### src/source/dcache_pkg.sv
// data cache package
// geometry, address fields and shared types
`default_nettype none

package dcache_pkg;

  localparam int num_ways  = 4;
  localparam int num_sets  = 256;
  localparam int addr_w    = 20;    // byte address, 1MB space
  localparam int tag_w     = 10;
  localparam int index_w   = 8;
  localparam int offset_w  = 2;
  localparam int word_w    = 32;
  localparam int age_w     = 2;     // lru counter per way
  localparam int num_lanes = word_w / 8;

  typedef logic [addr_w-1:0]           addr_t;
  typedef logic [index_w-1:0]          index_t;
  typedef logic [tag_w-1:0]            ctag_t;
  typedef logic [offset_w-1:0]         offset_t;
  typedef logic [word_w-1:0]           word_t;
  typedef logic [$clog2(num_ways)-1:0] way_t;
  typedef logic [age_w-1:0]            age_t;   // 0 = most recently used

  typedef struct packed {
    logic  valid;
    age_t  age;
    ctag_t tag;
  } tag_entry_t;

  typedef enum logic [1:0] {
    size_byte,
    size_half,
    size_word,
    size_illegal   // no lanes written
  } store_size_e;

  // what the writers commit this cycle
  typedef enum logic [1:0] {
    acc_read,
    acc_store,
    acc_fill,
    acc_init
  } access_kind_e;

  function automatic ctag_t get_tag(input addr_t a);
    return a[addr_w-1 -: tag_w];   // bits 19..10
  endfunction

  function automatic index_t get_index(input addr_t a);
    return a[offset_w +: index_w];   // bits 9..2
  endfunction

  function automatic offset_t get_offset(input addr_t a);
    return a[offset_w-1:0];   // byte lane
  endfunction

endpackage

`default_nettype wire

### src/source/dcache_ifs.sv
// tag and data array ports
`timescale 1ns/100ps
`default_nettype none

interface tag_port_if import dcache_pkg::*; ();

  index_t     rd_index;            // sampled on the clock edge
  index_t     wr_index;
  logic       we;                  // one enable, all ways written together
  tag_entry_t wdata [num_ways];
  tag_entry_t rdata [num_ways];    // one cycle after rd_index

  modport ctrl   (output rd_index, output wr_index);
  modport writer (output we, output wdata, input rdata);
  modport reader (input rdata);
  modport array  (input rd_index, input wr_index, input we, input wdata, output rdata);

endinterface


`default_nettype wire

### src/source/dcache_way_select.sv
// way select: hit, free way, victim
`timescale 1ns/100ps
`default_nettype none

module dcache_way_select import dcache_pkg::*; (
  input  wire access_kind_e kind,
  input  wire addr_t        req_addr,
  tag_port_if.reader        tag_port,
  output logic              lookup_ok,
  output way_t              access_way
);

  logic [num_ways-1:0] hit_vec;
  logic [num_ways-1:0] free_vec;
  way_t                old_way;

  // lowest-numbered way with its bit set
  function automatic way_t lowest_set(input logic [num_ways-1:0] vec);
    way_t sel;
    sel = '0;
    for (int w = num_ways - 1; w >= 0; w--) begin
      if (vec[w]) sel = way_t'(w);
    end
    return sel;
  endfunction

  always_comb begin
    for (int w = 0; w < num_ways; w++) begin
      hit_vec[w]  = tag_port.rdata[w].valid && (tag_port.rdata[w].tag == get_tag(req_addr));
      free_vec[w] = !tag_port.rdata[w].valid;
    end
  end

  always_comb begin
    old_way = '0;
    for (int w = 1; w < num_ways; w++) begin
      if (tag_port.rdata[w].age > tag_port.rdata[old_way].age) begin
        old_way = way_t'(w);   // strict, ties keep lower way
      end
    end
  end

  always_comb begin
    lookup_ok  = 1'b0;
    access_way = '0;
    case (kind)
      acc_read: begin
        lookup_ok  = |hit_vec;
        access_way = lowest_set(hit_vec);
      end
      acc_store: begin
        lookup_ok  = |hit_vec || |free_vec;   // miss only on full set
        access_way = |hit_vec ? lowest_set(hit_vec) : lowest_set(free_vec);
      end
      acc_fill: begin
        lookup_ok  = 1'b1;   // a victim always exists
        access_way = |free_vec ? lowest_set(free_vec) : old_way;
      end
      default: begin
        lookup_ok  = 1'b0;
        access_way = '0;
      end
    endcase
  end

endmodule

`default_nettype wire

### src/flat_wrapper.sv
// flat-port wrapper written by rule: the top's interface ports become plain ports
module dcache_way_select_flat import dcache_pkg::*;
  (kind, req_addr, lookup_ok, access_way, tag_port_rdata);
  tag_port_if tag_port_i ();
  input  wire access_kind_e kind;
  input  wire addr_t req_addr;
  output logic lookup_ok;
  output way_t access_way;
  input wire logic [$bits(tag_port_i.rdata)-1:0] tag_port_rdata;
  assign tag_port_i.rdata = {>>{tag_port_rdata}};
  dcache_way_select u_core (.kind(kind), .req_addr(req_addr), .tag_port(tag_port_i), .lookup_ok(lookup_ok), .access_way(access_way));
endmodule
### config.mk
export PLATFORM = sky130hd
export DESIGN_NAME = dcache_way_select_flat
export DESIGN_NICKNAME = d
export VERILOG_FILES = /design/src/source/dcache_pkg.sv /design/src/source/dcache_ifs.sv /design/src/source/dcache_way_select.sv /design/src/flat_wrapper.sv
export SDC_FILE = /design/constraint.sdc
export NUM_CORES = 1
export LEC_CHECK = 0
export BUFFER_PORTS_ARGS = -buffer_cell sky130_fd_sc_hd__buf_2
export CAP_MARGIN = 40
export CORE_UTILIZATION = 34
export DETAILED_ROUTE_END_ITERATION = 6
export PLACE_DENSITY_LB_ADDON = 0.1
export SETUP_SLACK_MARGIN = 0.15
export SLEW_MARGIN = 20
export SYNTH_ARGS = -nofsm -noshare
export SYNTH_HDL_FRONTEND = slang
export SYNTH_SLANG_ARGS = --single-unit
### constraint.sdc
create_clock -name vclk -period 9.4
set_input_delay 0.94 -clock vclk [all_inputs]
set_output_delay 0.94 -clock vclk [all_outputs]
set_load 0.02 [all_outputs]
# Yosys cells after proc, flatten, opt, wreduce, memory -nomap -nowiden
# Cells that the tools add are included.
# Widths: inputs -> output; s select.
# totals
regBits	0
output_inout_bits	3
# op_classes
order_cmp	5
n_eq_ne	6
mux	21
bitwise_logic	2
n_reduce_logical	12
# op_table
operator	count
$bmux 13 s2	2
$mux 12	4
$eq 10x10->1	4
$mux 2	12
$reduce_or 4->1	2
$ge 3x3->1 const B	2
$gt 2x2->1	3
$pmux 2 s3	1
$logic_and 1x1->1	4
$logic_not 1->1	4
$not 1->3	1
$not 2->3	1
$pmux 1 s3	1
$eq 2x1->1 const B	1
$eq 2x2->1 const B	1
$logic_not 2->1	1
$logic_or 1x1->1	1
$mux 1	1

# Depth between registers and ports, before layout
# logic_depth
ltp_word	16
ltp_mapped	16

# Least setup slack after synthesis
# No wires, ideal clock.
# synth_path
path_kind	input -> output
start	in tag_port_rdata[37]
end	out access_way[0]
arrival_time_ps	3695
path_slack_ps	4765
cell_stages	15
n_path_buf	0
cell_sequence	inv_1 > ha_1 > o22ai_1 > mux2_2 > ha_1 > nor2b_1 > a2bb2oi_1 > nor2_1 > a21oi_1 > ha_1 > nor2b_1 > o21ai_0 > o211ai_1 > a21boi_0 > o22ai_1
# synth_between
elab_chain_len	16
# synth_rtl
item	line_no	source
start, declared	flat_wrapper.sv:9	input wire logic [$bits(tag_port_i.rdata)-1:0] tag_port_rdata;
$gt 2x2->1	dcache_way_select.sv:37	if (tag_port.rdata[w].age > tag_port.rdata[old_way].age) begin
$mux 1	dcache_way_select.sv:37	
$not 1->3 (not written as such)	dcache_way_select.sv:37	
$bmux 13 s2	dcache_way_select.sv:37	
$mux 12 (not written as such) (2 in a row)	dcache_way_select.sv:37	
$gt 2x2->1	dcache_way_select.sv:37	
$mux 2	dcache_way_select.sv:37	
$not 2->3 (not written as such)	dcache_way_select.sv:37	
$bmux 13 s2	dcache_way_select.sv:37	
$mux 12 (not written as such) (2 in a row)	dcache_way_select.sv:37	
$gt 2x2->1	dcache_way_select.sv:37	
$mux 2 (*)	dcache_way_select.sv:37	
$mux 2 (*)	dcache_way_select.sv:57	access_way = |free_vec ? lowest_set(free_vec) : old_way;
$pmux 2 s3 (*)	dcache_way_select.sv:46	case (kind)
end, declared	flat_wrapper.sv:8	output way_t access_way;
# Mark *: on every way between the ends. The rest lies on a longest branch, timed or not. The select of a mux whose other input is x is not followed.

# Worst setup path after layout
# Same ends and word-level chain as after synthesis.

==> summary.txt <==
Pwr
  – Leak: 0.534 nW
  – PwrDens: 49.9 nW/um^2
  – Maximum vdd drop: 0.0000267 V

Floorplanning
  – # rows: 17
  – Die Area: 2750 sq um
  – Die width: 52.4 microns
  – Die height: 52.4 microns
  – Initial Util: 0.376
  – Core ar.: 2300 sq um
  – Ports: 77

Global routing
  – Initial antenna violation count: 0
  – First-pass GRT wire length: 3.56 mm
  – Largest net degree at the start of global routing: 7
  – Tot GR Track Use: 0.167
  – GR Overflow Total: 0
  – Number of global-route vias before repair: 868

Timing
  – Final period utilization: 0.551
  – Final Hold Fails: 0
  – Post-layout min period: 5.18 ns
  – RSZ-0062 raised after global routing: no
  – Slew Limit Fails: 0
  – Finish-stage setup viols: 0
  – Setup TNS: 0 ns
  – Max-slew headroom: 0.708
  – Fmax: 193 MHz
  – Slew at the pin with the worst max-slew slack: 0.434 ns
  – Worst setup margin: 4.22 ns

Critical path
  – WP buf/inv: 3
  – CP Class: in -> out
  – Crit-path leading delay family: compound AO/OA/AOI/OAI gates
  – Cells along the critical path: buf_2, inv_1, ha_1, o22ai_1, mux2_2, ha_1, nor2b_1, a2bb2oi_1, nor2_1, a21oi_1, ha_1, nor2b_1, o21ai_0, o211ai_1, a21boi_0, o22ai_1, buf_2
  – Slowest-stage cell, CP: mux2_2
  – Worst path most repeated cell: ha_1
  – CP Capture Type: output port
  – Startpoint types: input port
  – Critical path required time: 8.46 ns
  – Critical path data arrival time: 4.24 ns
  – Max FO, Critical Path: 6
  – CP startpoint: tag_port_rdata[37]
  – Critical Path Max Stage Delay: 0.40 ns

Cells and area
  – Finished Core Util: 0.508
  – FFs & Latches: 0
  – Final net count: 254
  – Clk_buf instances: 0
  – Layout Cell Area excl Fill: 1170 sq um
  – Area grow syn2layout: 35.0%
  – Register area: 0 sq um
  – # diodes: 0
  – Share of cells above drive strength 1: 0.427

Synth
  – Mapped Cells: 114
  – Sequential fraction of the synthesis area: 0
  – Post-synth cell types: 30
  – Post-synthesis average cell area: 7.58 sq um
  – Share of the synthesized area in the top cell type: 0.375
  – Synth warnings: 0
  – Synthesized cell area: 865 sq um
  – Synth area leaders: xnor2_1, ha_1, nand4_1
  – Yosys top cell by area: xnor2_1
  – Synth Net Count: 195

Drt
  – Via count: 965
  – Drt wl/cell: 11.4 microns
  – TritonRoute pass-1 iters: 3
  – Initial DRC count: 7
  – Final wirelength: 2.26 mm
  – Final ANT Viol Nets: 0
  – Post-route DRC: 0
  – Vias per cell: 4.85

Run
  – Max-cap violations: 0

Clock network
  – Setup bufs post-CTS: 0
  – Resized Gates After CTS: 0
  – Hold-fix buffers, CTS: 0

Place
  – Pre-CTS setup slack: 4.22 ns
  – Placer Congestion: 0.789
  – DP Area: 1170 sq um
  – PortBufs: 67

Outcome
  – Status: finished clean

Worst hold path
  – Hold Startpoint: kind[1]
  – Worst min-delay path class: in -> out
-- worst paths after layout --
path	to	slack, ns	cells after the start
setup / recovery	access_way[0]	4.22	17
hold / removal	lookup_ok	2.22	3
-- cells in the final DEF (no fill, tap or decap) --
| master | count |
|---|---|
| a211o_1 | 1 |
| a211oi_1 | 1 |
| a21boi_0 | 1 |
| a21oi_1 | 4 |
| a22oi_1 | 1 |
| a2bb2oi_1 | 1 |
| buf_2 | 67 |
| ha_1 | 7 |
| inv_1 | 7 |
| mux2_2 | 1 |
| mux2i_1 | 1 |
| nand2_1 | 3 |
| nand2b_1 | 1 |
| nand3_1 | 5 |
| nand4_1 | 10 |
| nand4b_1 | 1 |
| nor2_1 | 5 |
| nor2b_1 | 2 |
| nor3_1 | 3 |
| nor3_2 | 1 |
| o211ai_1 | 1 |
| o21ai_0 | 1 |
| o22ai_1 | 2 |
| o31ai_1 | 2 |
| o31ai_2 | 1 |
| or3_1 | 1 |
| xnor2_1 | 37 |
| xnor2_2 | 3 |
-- cell type report --
| type | instances | area [sq um] |
|---|---|---|
| fill | 241 | 1130 |
| inverter | 7 | 26.3 |
| multi-input combinational | 97 | 771 |
| timing repair buffer | 67 | 335 |
| tap | 28 | 35.0 |
-- where the power goes --
part           switching [mW]  total, mW  internal (mW)
sequential                  0          0              0
clock                       0          0              0
combinational          0.0274     0.0583         0.0309
total                  0.0274     0.0583         0.0309
-- synth_stat cells, types with 2 or more instances --
cell,instances
a21oi_1,4
buf_6,3
clkbuf_2,6
ha_1,7
inv_1,7
nand2_1,3
nand3_1,5
nand4_1,10
nor2_1,5
nor2b_1,2
nor3_1,3
o22ai_1,2
o31ai_1,2
xnor2_1,37
xnor2_2,3
-- tightest hold or removal path, delay by kind of cell --
kind	cells	cell delay (ns)
AO/OA/AOI/OAI	1	0.08
buffers and inverters	2	0.26
-- through the flow --
stage / hold WS [ns] / total power, mW / cells
after floorplan: 2.03 / 0.0385 / 114
after global placement: 2.21 / 0.0568 / 199
after detailed placement: 2.22 / 0.0588 / 199
after CTS: 2.22 / 0.0590 / 199
after global routing: 2.23 / 0.0652 / 199
final: 2.22 / 0.0583 / 199
-- logic make-up after synthesis --
family | count (synthesis) | synth area share
AO/OA/AOI/OAI | 16 | 0.130
adder cells (fa/ha/maj) | 7 | 0.101
AND/OR/NAND/NOR | 32 | 0.204
buffers and inverters | 17 | 0.109
multiplexers | 2 | 0.0246
XOR/XNOR | 40 | 0.431
-- routing by layer --
layer,part of all wire,vias up,track usage
met5,0,-,0
met4,0,0,0
met3,0.049,0,0.00290
met2,0.51,36,0.316
met1,0.44,422,0.220
li1,-,507,-
(Power assumes the default switching activity.)
