### config.mk
export PLATFORM = sky130hd
export DESIGN_NAME = dcache_data_path_flat
export DESIGN_NICKNAME = d
export VERILOG_FILES = /design/src/source/dcache_pkg.sv /design/src/source/dcache_ifs.sv /design/src/source/dcache_data_path.sv /design/src/flat_wrapper.sv
export SDC_FILE = /design/constraint.sdc
export NUM_CORES = 1
export LEC_CHECK = 0
export BUFFER_PORTS_ARGS = -buffer_cell sky130_fd_sc_hd__buf_2
export CORE_AREA = 5 5 109 111
export DETAILED_ROUTE_END_ITERATION = 6
export DIE_AREA = 0 0 114 116
export GPL_TIMING_DRIVEN = 1
export SYNTH_ARGS = -nofsm -noshare
export SYNTH_HDL_FRONTEND = slang
export SYNTH_SLANG_ARGS = --single-unit
### constraint.sdc
create_clock -name vclk -period 2.2
set_input_delay 0.44 -clock vclk [all_inputs]
set_output_delay 0.44 -clock vclk [all_outputs]
set_load 0.02 [all_outputs]
### src/source/dcache_pkg.sv
// data cache package
// geometry, address fields and shared types
`default_nettype none

package dcache_pkg;

  localparam int num_ways  = 4;
  localparam int num_sets  = 256;
  localparam int addr_w    = 20;    // byte address, 1MB space
  localparam int tag_w     = 10;
  localparam int index_w   = 8;
  localparam int offset_w  = 2;
  localparam int word_w    = 32;
  localparam int age_w     = 2;     // lru counter per way
  localparam int num_lanes = word_w / 8;

  typedef logic [addr_w-1:0]           addr_t;
  typedef logic [index_w-1:0]          index_t;
  typedef logic [tag_w-1:0]            ctag_t;
  typedef logic [offset_w-1:0]         offset_t;
  typedef logic [word_w-1:0]           word_t;
  typedef logic [$clog2(num_ways)-1:0] way_t;
  typedef logic [age_w-1:0]            age_t;   // 0 = most recently used

  typedef struct packed {
    logic  valid;
    age_t  age;
    ctag_t tag;
  } tag_entry_t;

  typedef enum logic [1:0] {
    size_byte,
    size_half,
    size_word,
    size_illegal   // no lanes written
  } store_size_e;

  // what the writers commit this cycle
  typedef enum logic [1:0] {
    acc_read,
    acc_store,
    acc_fill,
    acc_init
  } access_kind_e;

  function automatic ctag_t get_tag(input addr_t a);
    return a[addr_w-1 -: tag_w];   // bits 19..10
  endfunction

  function automatic index_t get_index(input addr_t a);
    return a[offset_w +: index_w];   // bits 9..2
  endfunction

  function automatic offset_t get_offset(input addr_t a);
    return a[offset_w-1:0];   // byte lane
  endfunction

endpackage

`default_nettype wire

### src/source/dcache_ifs.sv
// tag and data array ports
`timescale 1ns/100ps
`default_nettype none


interface data_port_if import dcache_pkg::*; ();

  index_t              rd_index;
  index_t              wr_index;
  logic [num_ways-1:0] we;            // per way
  word_t               wdata;         // shared by all ways
  word_t               rdata [num_ways];

  modport ctrl   (output rd_index, output wr_index);
  modport writer (output we, output wdata, input rdata);
  modport array  (input rd_index, input wr_index, input we, input wdata, output rdata);

endinterface

`default_nettype wire

### src/source/dcache_data_path.sv
// data array writes and read data
`timescale 1ns/100ps
`default_nettype none

module dcache_data_path import dcache_pkg::*; (
  input  wire logic         upd_en,
  input  wire access_kind_e kind,
  input  wire addr_t        req_addr,
  input  wire way_t         access_way,
  input  wire word_t        cpu_wdata,    // already in its lane
  input  wire word_t        fill_wdata,
  input  wire store_size_e  store_size,   // held by requester into result cycle
  input  wire logic         fill_for_read,
  data_port_if.writer       data_port,
  output logic              rdata_valid,
  output word_t             rdata
);

  typedef logic [num_lanes-1:0] lane_mask_t;

  lane_mask_t lane_mask;
  offset_t    offset;
  word_t      cur_word;
  word_t      merged;

  assign offset   = get_offset(req_addr);
  assign cur_word = data_port.rdata[access_way];

  always_comb begin
    case (store_size)
      size_byte: lane_mask = lane_mask_t'(1) << offset;
      size_half: lane_mask = offset[1] ? 4'b1100 : 4'b0011;   // aligned halves only
      size_word: lane_mask = '1;
      default:   lane_mask = '0;   // illegal size, word unchanged
    endcase
  end

  always_comb begin
    for (int l = 0; l < num_lanes; l++) begin
      merged[8*l +: 8] = lane_mask[l] ? cpu_wdata[8*l +: 8] : cur_word[8*l +: 8];
    end
  end

  always_comb begin
    for (int w = 0; w < num_ways; w++) begin
      data_port.we[w] = upd_en && (kind == acc_store || kind == acc_fill)
                        && (access_way == way_t'(w));
    end
  end

  assign data_port.wdata = (kind == acc_fill) ? fill_wdata : merged;

  assign rdata       = (kind == acc_fill) ? fill_wdata : cur_word;   // fill word passes through
  assign rdata_valid = upd_en && ((kind == acc_read) || (kind == acc_fill && fill_for_read));

endmodule

`default_nettype wire

### src/flat_wrapper.sv
// flat-port wrapper written by rule: the top's interface ports become plain ports
module dcache_data_path_flat import dcache_pkg::*;
  (upd_en, kind, req_addr, access_way, cpu_wdata, fill_wdata, store_size, fill_for_read, rdata_valid, rdata, data_port_we, data_port_wdata, data_port_rdata);
  data_port_if data_port_i ();
  input  wire logic upd_en;
  input  wire access_kind_e kind;
  input  wire addr_t req_addr;
  input  wire way_t access_way;
  input  wire word_t cpu_wdata;
  input  wire word_t fill_wdata;
  input  wire store_size_e store_size;
  input  wire logic fill_for_read;
  output logic rdata_valid;
  output word_t rdata;
  output wire logic [$bits(data_port_i.we)-1:0] data_port_we;
  output wire logic [$bits(data_port_i.wdata)-1:0] data_port_wdata;
  input wire logic [$bits(data_port_i.rdata)-1:0] data_port_rdata;
  assign data_port_we = data_port_i.we;
  assign data_port_wdata = data_port_i.wdata;
  assign data_port_i.rdata = {>>{data_port_rdata}};
  dcache_data_path u_core (.upd_en(upd_en), .kind(kind), .req_addr(req_addr), .access_way(access_way), .cpu_wdata(cpu_wdata), .fill_wdata(fill_wdata), .store_size(store_size), .fill_for_read(fill_for_read), .data_port(data_port_i), .rdata_valid(rdata_valid), .rdata(rdata));
endmodule
### Yosys cells after proc, flatten, opt, wreduce, memory -nomap -nowiden

Index checks and enable logic that the tools add are counted.
Widths: inputs -> output; s select.

| cells by class | value |
|---|---|
| $lt $le $gt $ge | 1 |
| equality and inequality tests | 7 |
| shifts and indexed selects | 1 |
| multiplexer cells | 11 |
| bitwise gates (word level) | 1 |
| reductions and logical operators | 12 |

Operator list:

| operator | count |
|---|---|
| $mux 32 | 4 |
| $bmux 32 s2 | 1 |
| $mux 8 | 4 |
| $pmux 4 s3 | 1 |
| $eq 2x2->1 const B | 4 |
| $logic_and 1x1->1 | 7 |
| $eq 2x1->1 const B | 3 |
| $logic_not 2->1 | 3 |
| $mux 4 | 1 |
| $shl 1x2->4 const A | 1 |
| $ge 3x3->1 const B | 1 |
| $not 2->3 | 1 |
| $logic_or 1x1->1 | 2 |

| storage, ports and cells | value |
|---|---|
| register bits | 0 |
| input bits | 220 |
| output and inout port bits | 69 |
| logic and storage cells | 33 |

### Longest topological paths before layout

| depth | value |
|---|---|
| depth in word-level cells | 6 |
| mapped depth | 7 |
| mapped depth without buffers | 4 |

### Worst setup path before layout

OpenSTA, ideal clock, no wires.

| path | value |
|---|---|
| path type | input port to output port |
| from | in kind[0] |
| to | out rdata[10] |
| arrival time | 1.785 ns |
| required time | 1.760 ns |
| slack | -0.025 ns |
| stages on the path | 6 |
| buffers on the path | 3 |
| cells stage by stage | inv_1 > ha_1 > buf_2 > clkbuf_1 > buf_2 > mux2_2 |

| between the ends | value |
|---|---|
| cells in the longest elaborated chain, start to end | 2 |

RTL lines:

| element | RTL line | RTL |
|---|---|---|
| start: declaration | flat_wrapper.sv:6 | `input wire access_kind_e kind;` |
| $eq 2x2->1 | dcache_data_path.sv:53 | `assign rdata = (kind == acc_fill) ? fill_wdata : cur_word;` |
| $mux 32 | dcache_data_path.sv:53 |  |
| end: declaration | flat_wrapper.sv:14 | `output word_t rdata;` |

No other way between the ends.

### Worst setup path in the final report

| path | value |
|---|---|
| from | in access_way[0] |
| to | out data_port_wdata[17] |

| between the ends | value |
|---|---|
| cells in the longest elaborated chain, start to end | 6 |

RTL lines:

| element | RTL line | RTL |
|---|---|---|
| start: declaration | flat_wrapper.sv:8 | `input wire way_t access_way;` |
| $not 2->3 (not written as such) | dcache_data_path.sv:27 | `assign cur_word = data_port.rdata[access_way];` |
| $bmux 32 s2 | dcache_data_path.sv:27 |  |
| $mux 32 (not written as such) (2 in series) | dcache_data_path.sv:27 |  |
| $mux 8 | dcache_data_path.sv:40 | `merged[8*l +: 8] = lane_mask[l] ? cpu_wdata[8*l +: 8] : cur_word[8*l +: 8];` |
| $mux 32 | dcache_data_path.sv:51 | `assign data_port.wdata = (kind == acc_fill) ? fill_wdata : merged;` |
| end: declaration | flat_wrapper.sv:16 | `output wire logic [$bits(data_port_i.wdata)-1:0] data_port_wdata;` |

No other way between the ends. The select of a mux whose other input is x is not followed.

==> key figures <==
Cells and area
  • Clock buffer cells: 0
  • FFs & Latches: 0
  • Layout Nets: around 690
  • P&R area growth vs syn: 109%
  • Fill cells: around 1100
  • Final Util: approximately two fifths
  • Share of layout cells above drive strength 1: around 83%
  • # diodes: 0
  • Storage cell area: 0 um2

STA
  • Final WS setup: -0.0311 ns
  • Final cycle utilization of the critical path: 101%
  • Min Tclk post-route: 2.23 ns
  • Max-slew violations: 0
  • RSZ-0062 raised after global routing: true
  • Relative slew slack: ~71%
  • Fmax: 0.448 GHz
  • Hold Vio Cnt, Final: 0
  • Final setup vio count: 17
  • Slew @ Worst Pin: between 0.4 and 0.5 ns

Synth
  • Cell Area, Synth: ~2000 um2
  • Synth Instances: about 170
  • Post-synthesis simple-gate area fraction: around 15%
  • Synth unique cells: 27
  • Yosys warning count: 0
  • Average cell area after synthesis: between 10 and 15 um2
  • Post-synthesis compound-gate area fraction: a little over a fifth
  • Post-synthesis adder-cell area fraction: under 10%
  • Net Count, Synth: 396
  • Largest family of logic cells by synthesized area: multiplexers
  • Synth Area in XOR/XNOR: 0%
  • Register area share after synthesis: 0%
  • Mux cell area share after synthesis: 56.4%

Global routing
  • Maximum number of pins on one net before global-route repair: 29
  • Tot GR Track Use: between 10% and 20%
  • First-pass GRT wire length: 15800 um
  • Initial antenna violation count: 0
  • Vias in the first global route: about 3200
  • Grt ovf: 0

Route
  • Vias per std cell: 4.86
  • DR iter-0 viols: between 100 and 150
  • Wire per inst: roughly 19 um
  • ANT nets after route: 0
  • DR pass1 iterations: 4
  • Vias post-DR: between 2000 and 3000
  • Final wirelength: roughly 11000 um
  • Drt drc: 0

Setup path
  • Startpoint types: input pin
  • WS Path Type: in2out
  • Most used cell, CP: buf_12
  • Highest-delay cell along the critical path: mux4_2
  • Critical-path maximum fanout: 7
  • Cell Chain, Critical Path: buf_12, buf_12, buf_12, mux4_2, a221o_1, buf_6
  • CP Data Arrival Time: about 1.8 ns
  • Top cell family by delay on the critical path: multiplexers
  • Worst setup EP type: output pin
  • Slowest cell delay on critical path: ~0.52 ns
  • CP required: about 1.8 ns
  • Bufs and invs on worst path: 4

Die
  • Die area: roughly 13000 um2
  • Die Y: 116 um
  • I/O pin count: about 290
  • Placeable Area: between 10000 and 15000 um2
  • Die Wd: ~110 um
  • Initial core utilization: approximately a fifth
  • Num rows: 38

Placement
  • IO buf count: 271
  • GP Congestion: ~0.83
  • Setup WS pre-CTS: -0.226 ns
  • Detailed Place HPWL: 9420 um

Power and ir drop
  • Total power: between 1 and 1.5 mW
  • Leakage: around 2.1 nW
  • Peak supply drop: roughly 0.00012 V
  • Pwr Density: a little under 300 nW/um2

Run status
  • Run status: finished, violations left
  • Failing checks: negative setup slack

Flow run
  • # Max-Cap Violations: 0

Min path
  • Hold crit path type: in2out
layout make-up:
class	instances	area, um2	area share (%)
tap	140	175	4.17
multi-input combinational	154	1970	46.9
timing repair buffer	310	2050	48.7
inverter	3	11.3	0.268
routing by layer:
metal,track usage [%],wire length (um)
met2,28.1,6150
met3,3.03,1010
met5,0,0
met4,2.61,170
met1,17.0,3930
logic make-up after synthesis:
group / after synthesis
multiplexers: 65
AO/OA/AOI/OAI: 39
adder cells (fa/ha/maj): 2
AND/OR/NAND/NOR: 48
buffers and inverters: 20
cell usage in the layout (no fill, tap or decap), types with 2 or more instances in the layout:
master / netlist / layout
a2111oi_4: 2 / 2
a211oi_4: 1 / 4
a221o_1: 32 / 32
and2_1: 32 / 32
buf_12: 0 / 12
buf_2: 5 / 237
buf_4: 1 / 23
buf_6: 4 / 36
inv_1: 3 / 2
mux2_2: 33 / 24
mux2_4: 0 / 9
mux4_1: 12 / 4
mux4_2: 20 / 28
nor2_1: 2 / 2
nor3_1: 3 / 3
report_power, final:
| part | internal, mW | switching (mW) |
|---|---|---|
| combinational | 0.671 | 0.578 |
| sequential | 0 | 0 |
| clock | 0 | 0 |
| total | 0.671 | 0.578 |
through the flow:
step / hold WS, ns / setup TNS, ns / std cells / instance area [um2]
after floorplan: 1.04 / 0 / 174 / 2020
after global placement: 1.22 / -5.33 / 592 / 3700
after detailed placement: 1.23 / -6.98 / 592 / 3700
after CTS: 1.22 / -0.512 / 605 / 3990
after global routing: 1.22 / -1.56 / 607 / 4200
final: 1.21 / -0.221 / 607 / 4200
tightest hold or removal path, delay by kind of cell:
family                 cells  cell delay, ns
muxes                      1            0.14
buffers and inverters      2            0.19
cells in the mapped netlist:
| cell | number | area share, % |
|---|---|---|
| nand2b_1 | 1 | 0.31 |
| buf_2 | 5 | 1.2 |
| clkbuf_1 | 6 | 1.1 |
| nor3_2 | 2 | 0.99 |
| a21oi_1 | 1 | 0.25 |
| ha_1 | 2 | 1.2 |
| inv_1 | 3 | 0.56 |
| a221o_1 | 32 | 16 |
| nor2_1 | 2 | 0.37 |
| mux2_2 | 33 | 18 |
| nor3_1 | 3 | 0.74 |
| nand2_1 | 1 | 0.19 |
| buf_1 | 1 | 0.19 |
| mux4_2 | 20 | 22 |
| and2b_4 | 1 | 0.50 |
| a211oi_2 | 3 | 1.9 |
| buf_6 | 4 | 2.2 |
| a2111oi_4 | 2 | 2.7 |
| nor3b_1 | 1 | 0.37 |
| nand3_1 | 1 | 0.25 |
| nor2b_1 | 2 | 0.62 |
| or2_2 | 1 | 0.31 |
| buf_4 | 1 | 0.37 |
| nor2_2 | 1 | 0.31 |
| mux4_1 | 12 | 16 |
| and2_1 | 32 | 9.9 |
| a211oi_4 | 1 | 0.99 |
final timing paths:
kind,cells after the start,to,slack (ns),from
setup / recovery,6,data_port_wdata[17],-0.03,access_way[0]
hold / removal,3,rdata[24],1.21,fill_wdata[24]
repair_timing:
action / in CTS / in global routing
resized for setup: 39 / 67
hold buffers: 0 / 0
buffers inserted: 12 / 4
setup endpoints to repair: 63 / 50
pin swaps: 7 / 11
cloned: 1 / 0
Power figures use the tool's default switching activity.
