### config.mk
export PLATFORM = sky130hd
export DESIGN_NAME = dcache_ctrl_flat
export DESIGN_NICKNAME = d
export VERILOG_FILES = /design/src/source/dcache_pkg.sv /design/src/source/dcache_ifs.sv /design/src/source/dcache_ctrl.sv /design/src/flat_wrapper.sv
export SDC_FILE = /design/constraint.sdc
export NUM_CORES = 1
export LEC_CHECK = 0
export BUFFER_PORTS_ARGS = -buffer_cell sky130_fd_sc_hd__buf_2
export CAP_MARGIN = 15
export CORE_ASPECT_RATIO = 1.1
export CORE_MARGIN = 4
export CORE_UTILIZATION = 30
export DETAILED_ROUTE_END_ITERATION = 7
export PLACE_DENSITY_LB_ADDON = 0.25
export SLEW_MARGIN = 10
export SYNTH_ARGS = -nofsm -noshare
export SYNTH_HDL_FRONTEND = slang
export SYNTH_SLANG_ARGS = --single-unit
### constraint.sdc
create_clock -name CLK -period 3.68 [get_ports CLK]
set_input_delay 0.552 -clock CLK [delete_from_list [all_inputs] [get_ports CLK]]
set_output_delay 0.552 -clock CLK [all_outputs]
set_load 0.01 [all_outputs]
### src/source/dcache_pkg.sv
// data cache package
// geometry, address fields and shared types
`default_nettype none

package dcache_pkg;

  localparam int num_ways  = 4;
  localparam int num_sets  = 256;
  localparam int addr_w    = 20;    // byte address, 1MB space
  localparam int tag_w     = 10;
  localparam int index_w   = 8;
  localparam int offset_w  = 2;
  localparam int word_w    = 32;
  localparam int age_w     = 2;     // lru counter per way
  localparam int num_lanes = word_w / 8;

  typedef logic [addr_w-1:0]           addr_t;
  typedef logic [index_w-1:0]          index_t;
  typedef logic [tag_w-1:0]            ctag_t;
  typedef logic [offset_w-1:0]         offset_t;
  typedef logic [word_w-1:0]           word_t;
  typedef logic [$clog2(num_ways)-1:0] way_t;
  typedef logic [age_w-1:0]            age_t;   // 0 = most recently used

  typedef struct packed {
    logic  valid;
    age_t  age;
    ctag_t tag;
  } tag_entry_t;

  typedef enum logic [1:0] {
    size_byte,
    size_half,
    size_word,
    size_illegal   // no lanes written
  } store_size_e;

  // what the writers commit this cycle
  typedef enum logic [1:0] {
    acc_read,
    acc_store,
    acc_fill,
    acc_init
  } access_kind_e;

  function automatic ctag_t get_tag(input addr_t a);
    return a[addr_w-1 -: tag_w];   // bits 19..10
  endfunction

  function automatic index_t get_index(input addr_t a);
    return a[offset_w +: index_w];   // bits 9..2
  endfunction

  function automatic offset_t get_offset(input addr_t a);
    return a[offset_w-1:0];   // byte lane
  endfunction

endpackage

`default_nettype wire

### src/source/dcache_ifs.sv
// tag and data array ports
`timescale 1ns/100ps
`default_nettype none

interface tag_port_if import dcache_pkg::*; ();

  index_t     rd_index;            // sampled on the clock edge
  index_t     wr_index;
  logic       we;                  // one enable, all ways written together
  tag_entry_t wdata [num_ways];
  tag_entry_t rdata [num_ways];    // one cycle after rd_index

  modport ctrl   (output rd_index, output wr_index);
  modport writer (output we, output wdata, input rdata);
  modport reader (input rdata);
  modport array  (input rd_index, input wr_index, input we, input wdata, output rdata);

endinterface

interface data_port_if import dcache_pkg::*; ();

  index_t              rd_index;
  index_t              wr_index;
  logic [num_ways-1:0] we;            // per way
  word_t               wdata;         // shared by all ways
  word_t               rdata [num_ways];

  modport ctrl   (output rd_index, output wr_index);
  modport writer (output we, output wdata, input rdata);
  modport array  (input rd_index, input wr_index, input we, input wdata, output rdata);

endinterface

`default_nettype wire

### src/source/dcache_ctrl.sv
// cache request FSM
// address latch, init sweep, array indexing
`timescale 1ns/100ps
`default_nettype none

module dcache_ctrl import dcache_pkg::*; (
  input  wire logic    CLK,
  input  wire logic    resetn,
  input  wire logic    read_en,
  input  wire logic    write_en,
  input  wire logic    fetch,
  input  wire addr_t   addr,
  input  wire logic    lookup_ok,
  output logic         cache_miss,
  output logic         write_ready,
  output logic         upd_en,
  output access_kind_e kind,
  output addr_t        req_addr,
  output logic         fill_for_read,
  tag_port_if.ctrl     tag_port,
  data_port_if.ctrl    data_port
);

  typedef enum logic [2:0] {s_init, s_idle, s_read, s_store, s_fill} state_e;

  state_e state;
  state_e state_nxt;
  index_t init_cnt;
  logic   pend_read;
  logic   req_take;
  index_t rd_index;
  index_t wr_index;

  assign req_take = (state == s_idle) && (read_en || write_en);   // ignored outside idle

  always_ff @(posedge CLK) begin
    if (!resetn) begin
      state     <= s_init;
      init_cnt  <= '0;
      pend_read <= 1'b0;
    end else begin
      state <= state_nxt;
      if (state == s_init) begin
        init_cnt <= init_cnt + 1'b1;   // wraps to 0 on leaving init
      end
      if (req_take) begin
        pend_read <= read_en;   // read wins if both pulse
      end
    end
  end

  always_ff @(posedge CLK) begin
    if (req_take) begin
      req_addr <= addr;
    end
  end

  always_comb begin
    state_nxt   = state;
    upd_en      = 1'b0;
    kind        = acc_read;
    cache_miss  = 1'b0;
    write_ready = 1'b0;
    case (state)
      s_init: begin
        upd_en = 1'b1;   // one set per cycle
        kind   = acc_init;
        if (init_cnt == index_t'(num_sets - 1)) begin
          state_nxt = s_idle;
        end
      end
      s_idle: begin
        if (read_en) begin
          state_nxt = s_read;
        end else if (write_en) begin
          state_nxt = s_store;
        end
      end
      s_read: begin
        if (lookup_ok) begin
          upd_en    = 1'b1;   // hit, age update
          state_nxt = s_idle;
        end else begin
          cache_miss = 1'b1;
          state_nxt  = s_fill;
        end
      end
      s_store: begin
        kind = acc_store;
        if (lookup_ok) begin
          upd_en      = 1'b1;
          write_ready = 1'b1;
          state_nxt   = s_idle;
        end else begin
          cache_miss = 1'b1;   // set full, no match
          state_nxt  = s_fill;
        end
      end
      s_fill: begin
        kind = acc_fill;
        if (fetch) begin
          upd_en    = 1'b1;   // victim written this cycle
          state_nxt = s_idle;
        end else begin
          cache_miss = 1'b1;   // held until fetch
        end
      end
      default: state_nxt = s_init;
    endcase
  end

  assign fill_for_read = pend_read;

  // idle follows the bus so the result lands one cycle after the request
  assign rd_index = (state == s_idle) ? get_index(addr) : get_index(req_addr);
  assign wr_index = (state == s_init) ? init_cnt : get_index(req_addr);

  assign tag_port.rd_index  = rd_index;
  assign tag_port.wr_index  = wr_index;
  assign data_port.rd_index = rd_index;
  assign data_port.wr_index = wr_index;

endmodule

`default_nettype wire

### src/flat_wrapper.sv
// flat-port wrapper written by rule: the top's interface ports become plain ports
module dcache_ctrl_flat import dcache_pkg::*;
  (CLK, resetn, read_en, write_en, fetch, addr, lookup_ok, cache_miss, write_ready, upd_en, kind, req_addr, fill_for_read, tag_port_rd_index, tag_port_wr_index, data_port_rd_index, data_port_wr_index);
  tag_port_if tag_port_i ();
  data_port_if data_port_i ();
  input  wire logic CLK;
  input  wire logic resetn;
  input  wire logic read_en;
  input  wire logic write_en;
  input  wire logic fetch;
  input  wire addr_t addr;
  input  wire logic lookup_ok;
  output logic cache_miss;
  output logic write_ready;
  output logic upd_en;
  output access_kind_e kind;
  output addr_t req_addr;
  output logic fill_for_read;
  output wire logic [$bits(tag_port_i.rd_index)-1:0] tag_port_rd_index;
  output wire logic [$bits(tag_port_i.wr_index)-1:0] tag_port_wr_index;
  output wire logic [$bits(data_port_i.rd_index)-1:0] data_port_rd_index;
  output wire logic [$bits(data_port_i.wr_index)-1:0] data_port_wr_index;
  assign tag_port_rd_index = tag_port_i.rd_index;
  assign tag_port_wr_index = tag_port_i.wr_index;
  assign data_port_rd_index = data_port_i.rd_index;
  assign data_port_wr_index = data_port_i.wr_index;
  dcache_ctrl u_core (.CLK(CLK), .resetn(resetn), .read_en(read_en), .write_en(write_en), .fetch(fetch), .addr(addr), .lookup_ok(lookup_ok), .cache_miss(cache_miss), .write_ready(write_ready), .upd_en(upd_en), .kind(kind), .req_addr(req_addr), .fill_for_read(fill_for_read), .tag_port(tag_port_i), .data_port(data_port_i));
endmodule
== After elaboration in Yosys (flattened, before gate mapping) ==
Index checks and enable logic that the tools add are counted.
Widths: inputs -> output; s select.
Operators by class
  add/sub/neg operators: 1
  eq/ne operators: 8
  mux-type cells: 16
  reductions and logical operators: 5
Operators with widths (count)
  $mux 8: 2
  $mux 3: 5
  $pmux 3 s4: 1
  $add 8x1->8 const B: 1
  $eq 8x8->1 const B: 1
  $eq 3x2->1 const B: 2
  $pmux 2 s3: 1
  $mux 1: 5
  $eq 3x1->1 const B: 1
  $eq 3x3->1 const B: 1
  $logic_not 3->1: 1
  $ne 3x3->1 const B: 1
  $pmux 1 s3: 1
  $reduce_and 3->1: 1
  $ne 2x1->1 const B: 1
  $ne 2x2->1 const B: 1
  $pmux 1 s2: 1
  $reduce_or 2->1: 1
  $logic_and 1x1->1: 1
  $logic_or 1x1->1: 1
Word-level totals
  register bits after elaboration: 32
  input bits: 26
  output and inout port bits: 58
  logic and storage cells: 34

== Longest topological paths before layout ==
  word-level depth: 3
  mapped depth: 7
  mapped depth without buffers: 4

== Worst setup path after synthesis ==
No wires, ideal clock.
  path kind: reg2out
  from: register u_core.state[2]
  to: output port tag_port_rd_index[0]
  arrival: 1475 ps
  data required time: 3128 ps
  path slack: 1653 ps
  stages on the path, launching flop included: 6
  buffers on the path: 3
  cells stage by stage: dfxtp_1 -> clkbuf_1 -> nor3b_1 -> buf_2 -> mux2_2 -> buf_4
On the way
  cells in the longest elaborated chain, start to end: 2
Ends and longest elaborated chain
  from (decl): RTL line dcache_ctrl.sv:26  | state_e state;
  from (signal assigned): RTL line dcache_ctrl.sv:38  | state <= s_init;
  from (signal assigned): RTL line dcache_ctrl.sv:42  | state <= state_nxt;
  $eq 3x1->1: RTL line dcache_ctrl.sv:115  | assign rd_index = (state == s_idle) ? get_index(addr) : get_index(req_addr);
  $mux 8: RTL line dcache_ctrl.sv:115
  to (decl): RTL line flat_wrapper.sv:19  | output wire logic [$bits(tag_port_i.rd_index)-1:0] tag_port_rd_index;
No other way between the ends.

== Final worst setup path ==
  from: register u_core.state[2]
  to: output port tag_port_wr_index[1]
On the way
  cells in the longest elaborated chain, start to end: 2
Ends and longest elaborated chain
  $logic_not 3->1: RTL line dcache_ctrl.sv:116  | assign wr_index = (state == s_init) ? init_cnt : get_index(req_addr);
  $mux 8: RTL line dcache_ctrl.sv:116
  to (decl): RTL line flat_wrapper.sv:20  | output wire logic [$bits(tag_port_i.wr_index)-1:0] tag_port_wr_index;
No other way between the ends.

==> impl_metrics.toml <==
[run_status]
outcome = "finished clean"

[synthesis]
async_flop_share_pct = 0
synth_nets = 170
yosys.cell_count.top_type = "nand2_1"
ys.flop_type = "edfxtp_1"
syn-cell-area_um2 = 1550
synth-seq-cells = 32
synth_seq_area_share_pct = 54.4
avgSynthCellArea_um2 = 10.8
synth.distinct_cells = 32
synth_cells = 143
synth_commonest_cells = "34 x nand2_1, 20 x edfxtp_1, 16 x buf_4"
synth_edf_count = 20
synth_area_leaders = "edfxtp_1 39%, dfxtp_1 16%, nand2_1 8.3%"
ys_warn_count = 0
yosysTopAreaCell = "edfxtp_1"
synth_top_area_share_pct = 38.9

[cells_and_area]
nets = 239
final_area_um2 = 1970
num-fill-cells = 515
area_growth_pct = 27.5
final_cells = 271
diodes = 0
fin_util_pct = 39.4
layout-drive-gt1-share_pct = 47.9

[placement]
finalWeightedCongestion = 0.726
detailed_place_hpwl_um = 2700
dp.cells = 263
pre_cts_ws_ns = 1.65
place_area_um2 = 1890
io_buffer_count = 83

[global_routing]
grt.overflow.total = 0
grt-busiest-layer = "met2"
track_usage_pct = 11.4
grt_first_pass_wirelength_um = 5780
met1_usage_pct = 13.3
grt_max_degree = 22
grt_util_met2_pct = 18.5
grt_pass1_vias = 1223
grtUsageMet3_pct = 4.99
antenna_found_initial = 0

[setup_path]
cp_cell_sequence = "or3_1 -> nand2_1 -> nand2_1 -> buf_2"
crit_arrival_ns = 1.75
required_ns = 3.13
critPathBufInv = 1
crit_path_frequent_cell = "nand2_1"
path_max_fanout = 19
critPathMaxStageDelay_ns = 0.69
end_kind = "primary output"
crit_path_start_kind = "flop"
crit_path_top_delay_cell = "or3_1"
cp_top_family = "simple AND/OR/NAND/NOR gates"
criticalPathCategory = "flop to primary output"

[cts]
cts_hold_repair.buffers = 0
post-cts-setup-buffers = 0
cts_max_path_buffers = 2
cts_made_buffers = 5
clkSlewWorstSetupHoldPaths_ns = 0.06
cts_tree = "yes"
cts_resized = 0
clkLatencyLatePin_ns = 0.27
clock-sinks = 32
cts_max_level = 2
clock-root-buffer = "clkbuf_8"

[route]
avgViaCountPerCell = 4.53
drc_errors = 0
dr.pass1.iters = 4
vias = 1227
drtAntennaViolNets = 0
drtIter0Drc = 53
routedWlPerCell_um = 13.2
wl_um = 3580

[power]
total_power_mw = 0.674
p_leak_nw = 0.905
power.switching_mw = 0.140
powerDensity_nw_per_um2 = 342
netSwitchingFraction_pct = 20.8
irDropWorstVdd_mv = 0.192
p_seq_share_pct = 57.4
p_clk_share_pct = 37.2
comb_power_share_pct = 5.4
power.internal_mw = 0.534

[floorplan]
chipHeight_um = 83.3
die-width_um = 76.4
die-area_um2 = 6360
row_count = 27
core_area_um2 = 5000
pin_count = 84
start_util_pct = 30.9

[sta]
setup_viol = 0
tightest_slew_ns = 0.884
period_share_pct = 62.6
rsz0062_at_grt = "no"
post-route-min-period_ns = 2.30
report.final.slew_viol_count = 0
fin_setup_tns_ns = 0
slew_headroom_pct = 41.1
hold_viol = 0
skew_ns = 0.00543
setup_ws_ns = 1.38
max_clock_freq_ghz = 0.434
timing.hold.ws_ns = 0.449

[min_path]
hold_class = "input port to flop"

[flow_run]
max_cap_violations = 0
-- registers in the layout, indices dropped and copies added, names as in the netlist --
name / count
u_core.fill_for_read: 1
u_core.init_cnt: 8
u_core.req_addr: 20
u_core.state: 3
-- path summary, 6_finish.rpt --
kind	startpoint	endpoint	slack, ns	cells past startpoint
worst max-delay path	u_core.state[2]	tag_port_wr_index[1]	1.38	4
worst min-delay path	addr[11]	u_core.req_addr[11]	0.45	1
worst max register to register	u_core.state[0]	u_core.req_addr[2]	1.73	3
worst min register to register	u_core.init_cnt[7]	u_core.init_cnt[7]	0.50	2
-- layout by cell type, fill, tap and decap left out, drive strengths merged, types with 2 or more instances in the layout --
master	count
nand3	2
buf	85
a21boi	7
nor3	2
o21ai	2
o31ai	3
o21a	2
or3	2
edfxtp	20
or4	3
nand4	2
nor3b	4
clkbuf	7
nand2	34
nor2	2
a21oi	2
and2	3
dfxtp	12
mux2	8
-- routing by layer --
layer / share of wire, % / vias to the layer above
met5: 0 / -
met4: 0.67 / 0
met3: 8.9 / 2
met2: 49 / 47
met1: 41 / 557
li1: - / 621
-- power by group through the flow --
stage               Combinational, mW  Sequential, mW  Clock, mW
floorplan                      0.0184           0.394          0
global placement               0.0370           0.394          0
detailed placement             0.0372           0.394          0
CTS                            0.0372           0.387      0.260
global route                   0.0417           0.387      0.285
finish                         0.0364           0.387      0.251
-- cell type report --
cell class | instances | area, µm² | area share [%]
clock inverter | 1 | 3.75 | 0.190
tap | 58 | 72.6 | 3.68
sequential | 32 | 841 | 42.7
clock buffer | 7 | 76.3 | 3.87
multi-input combinational | 88 | 547 | 27.7
timing repair buffer | 85 | 430 | 21.8
-- kinds of logic (layout without fill, tap and decap cells) --
family | Yosys count | count (layout) | share of synthesized area [%]
multiplexers | 9 | 9 | 6.48
AO/OA/AOI/OAI | 19 | 19 | 8.99
adder cells (fa/ha/maj) | 1 | 1 | 0.810
buffers and inverters | 23 | 93 | 10.5
AND/OR/NAND/NOR | 57 | 57 | 17.7
XOR/XNOR | 2 | 2 | 1.13
flip-flops | 32 | 32 | 54.4
Power figures use the tool's default switching activity.
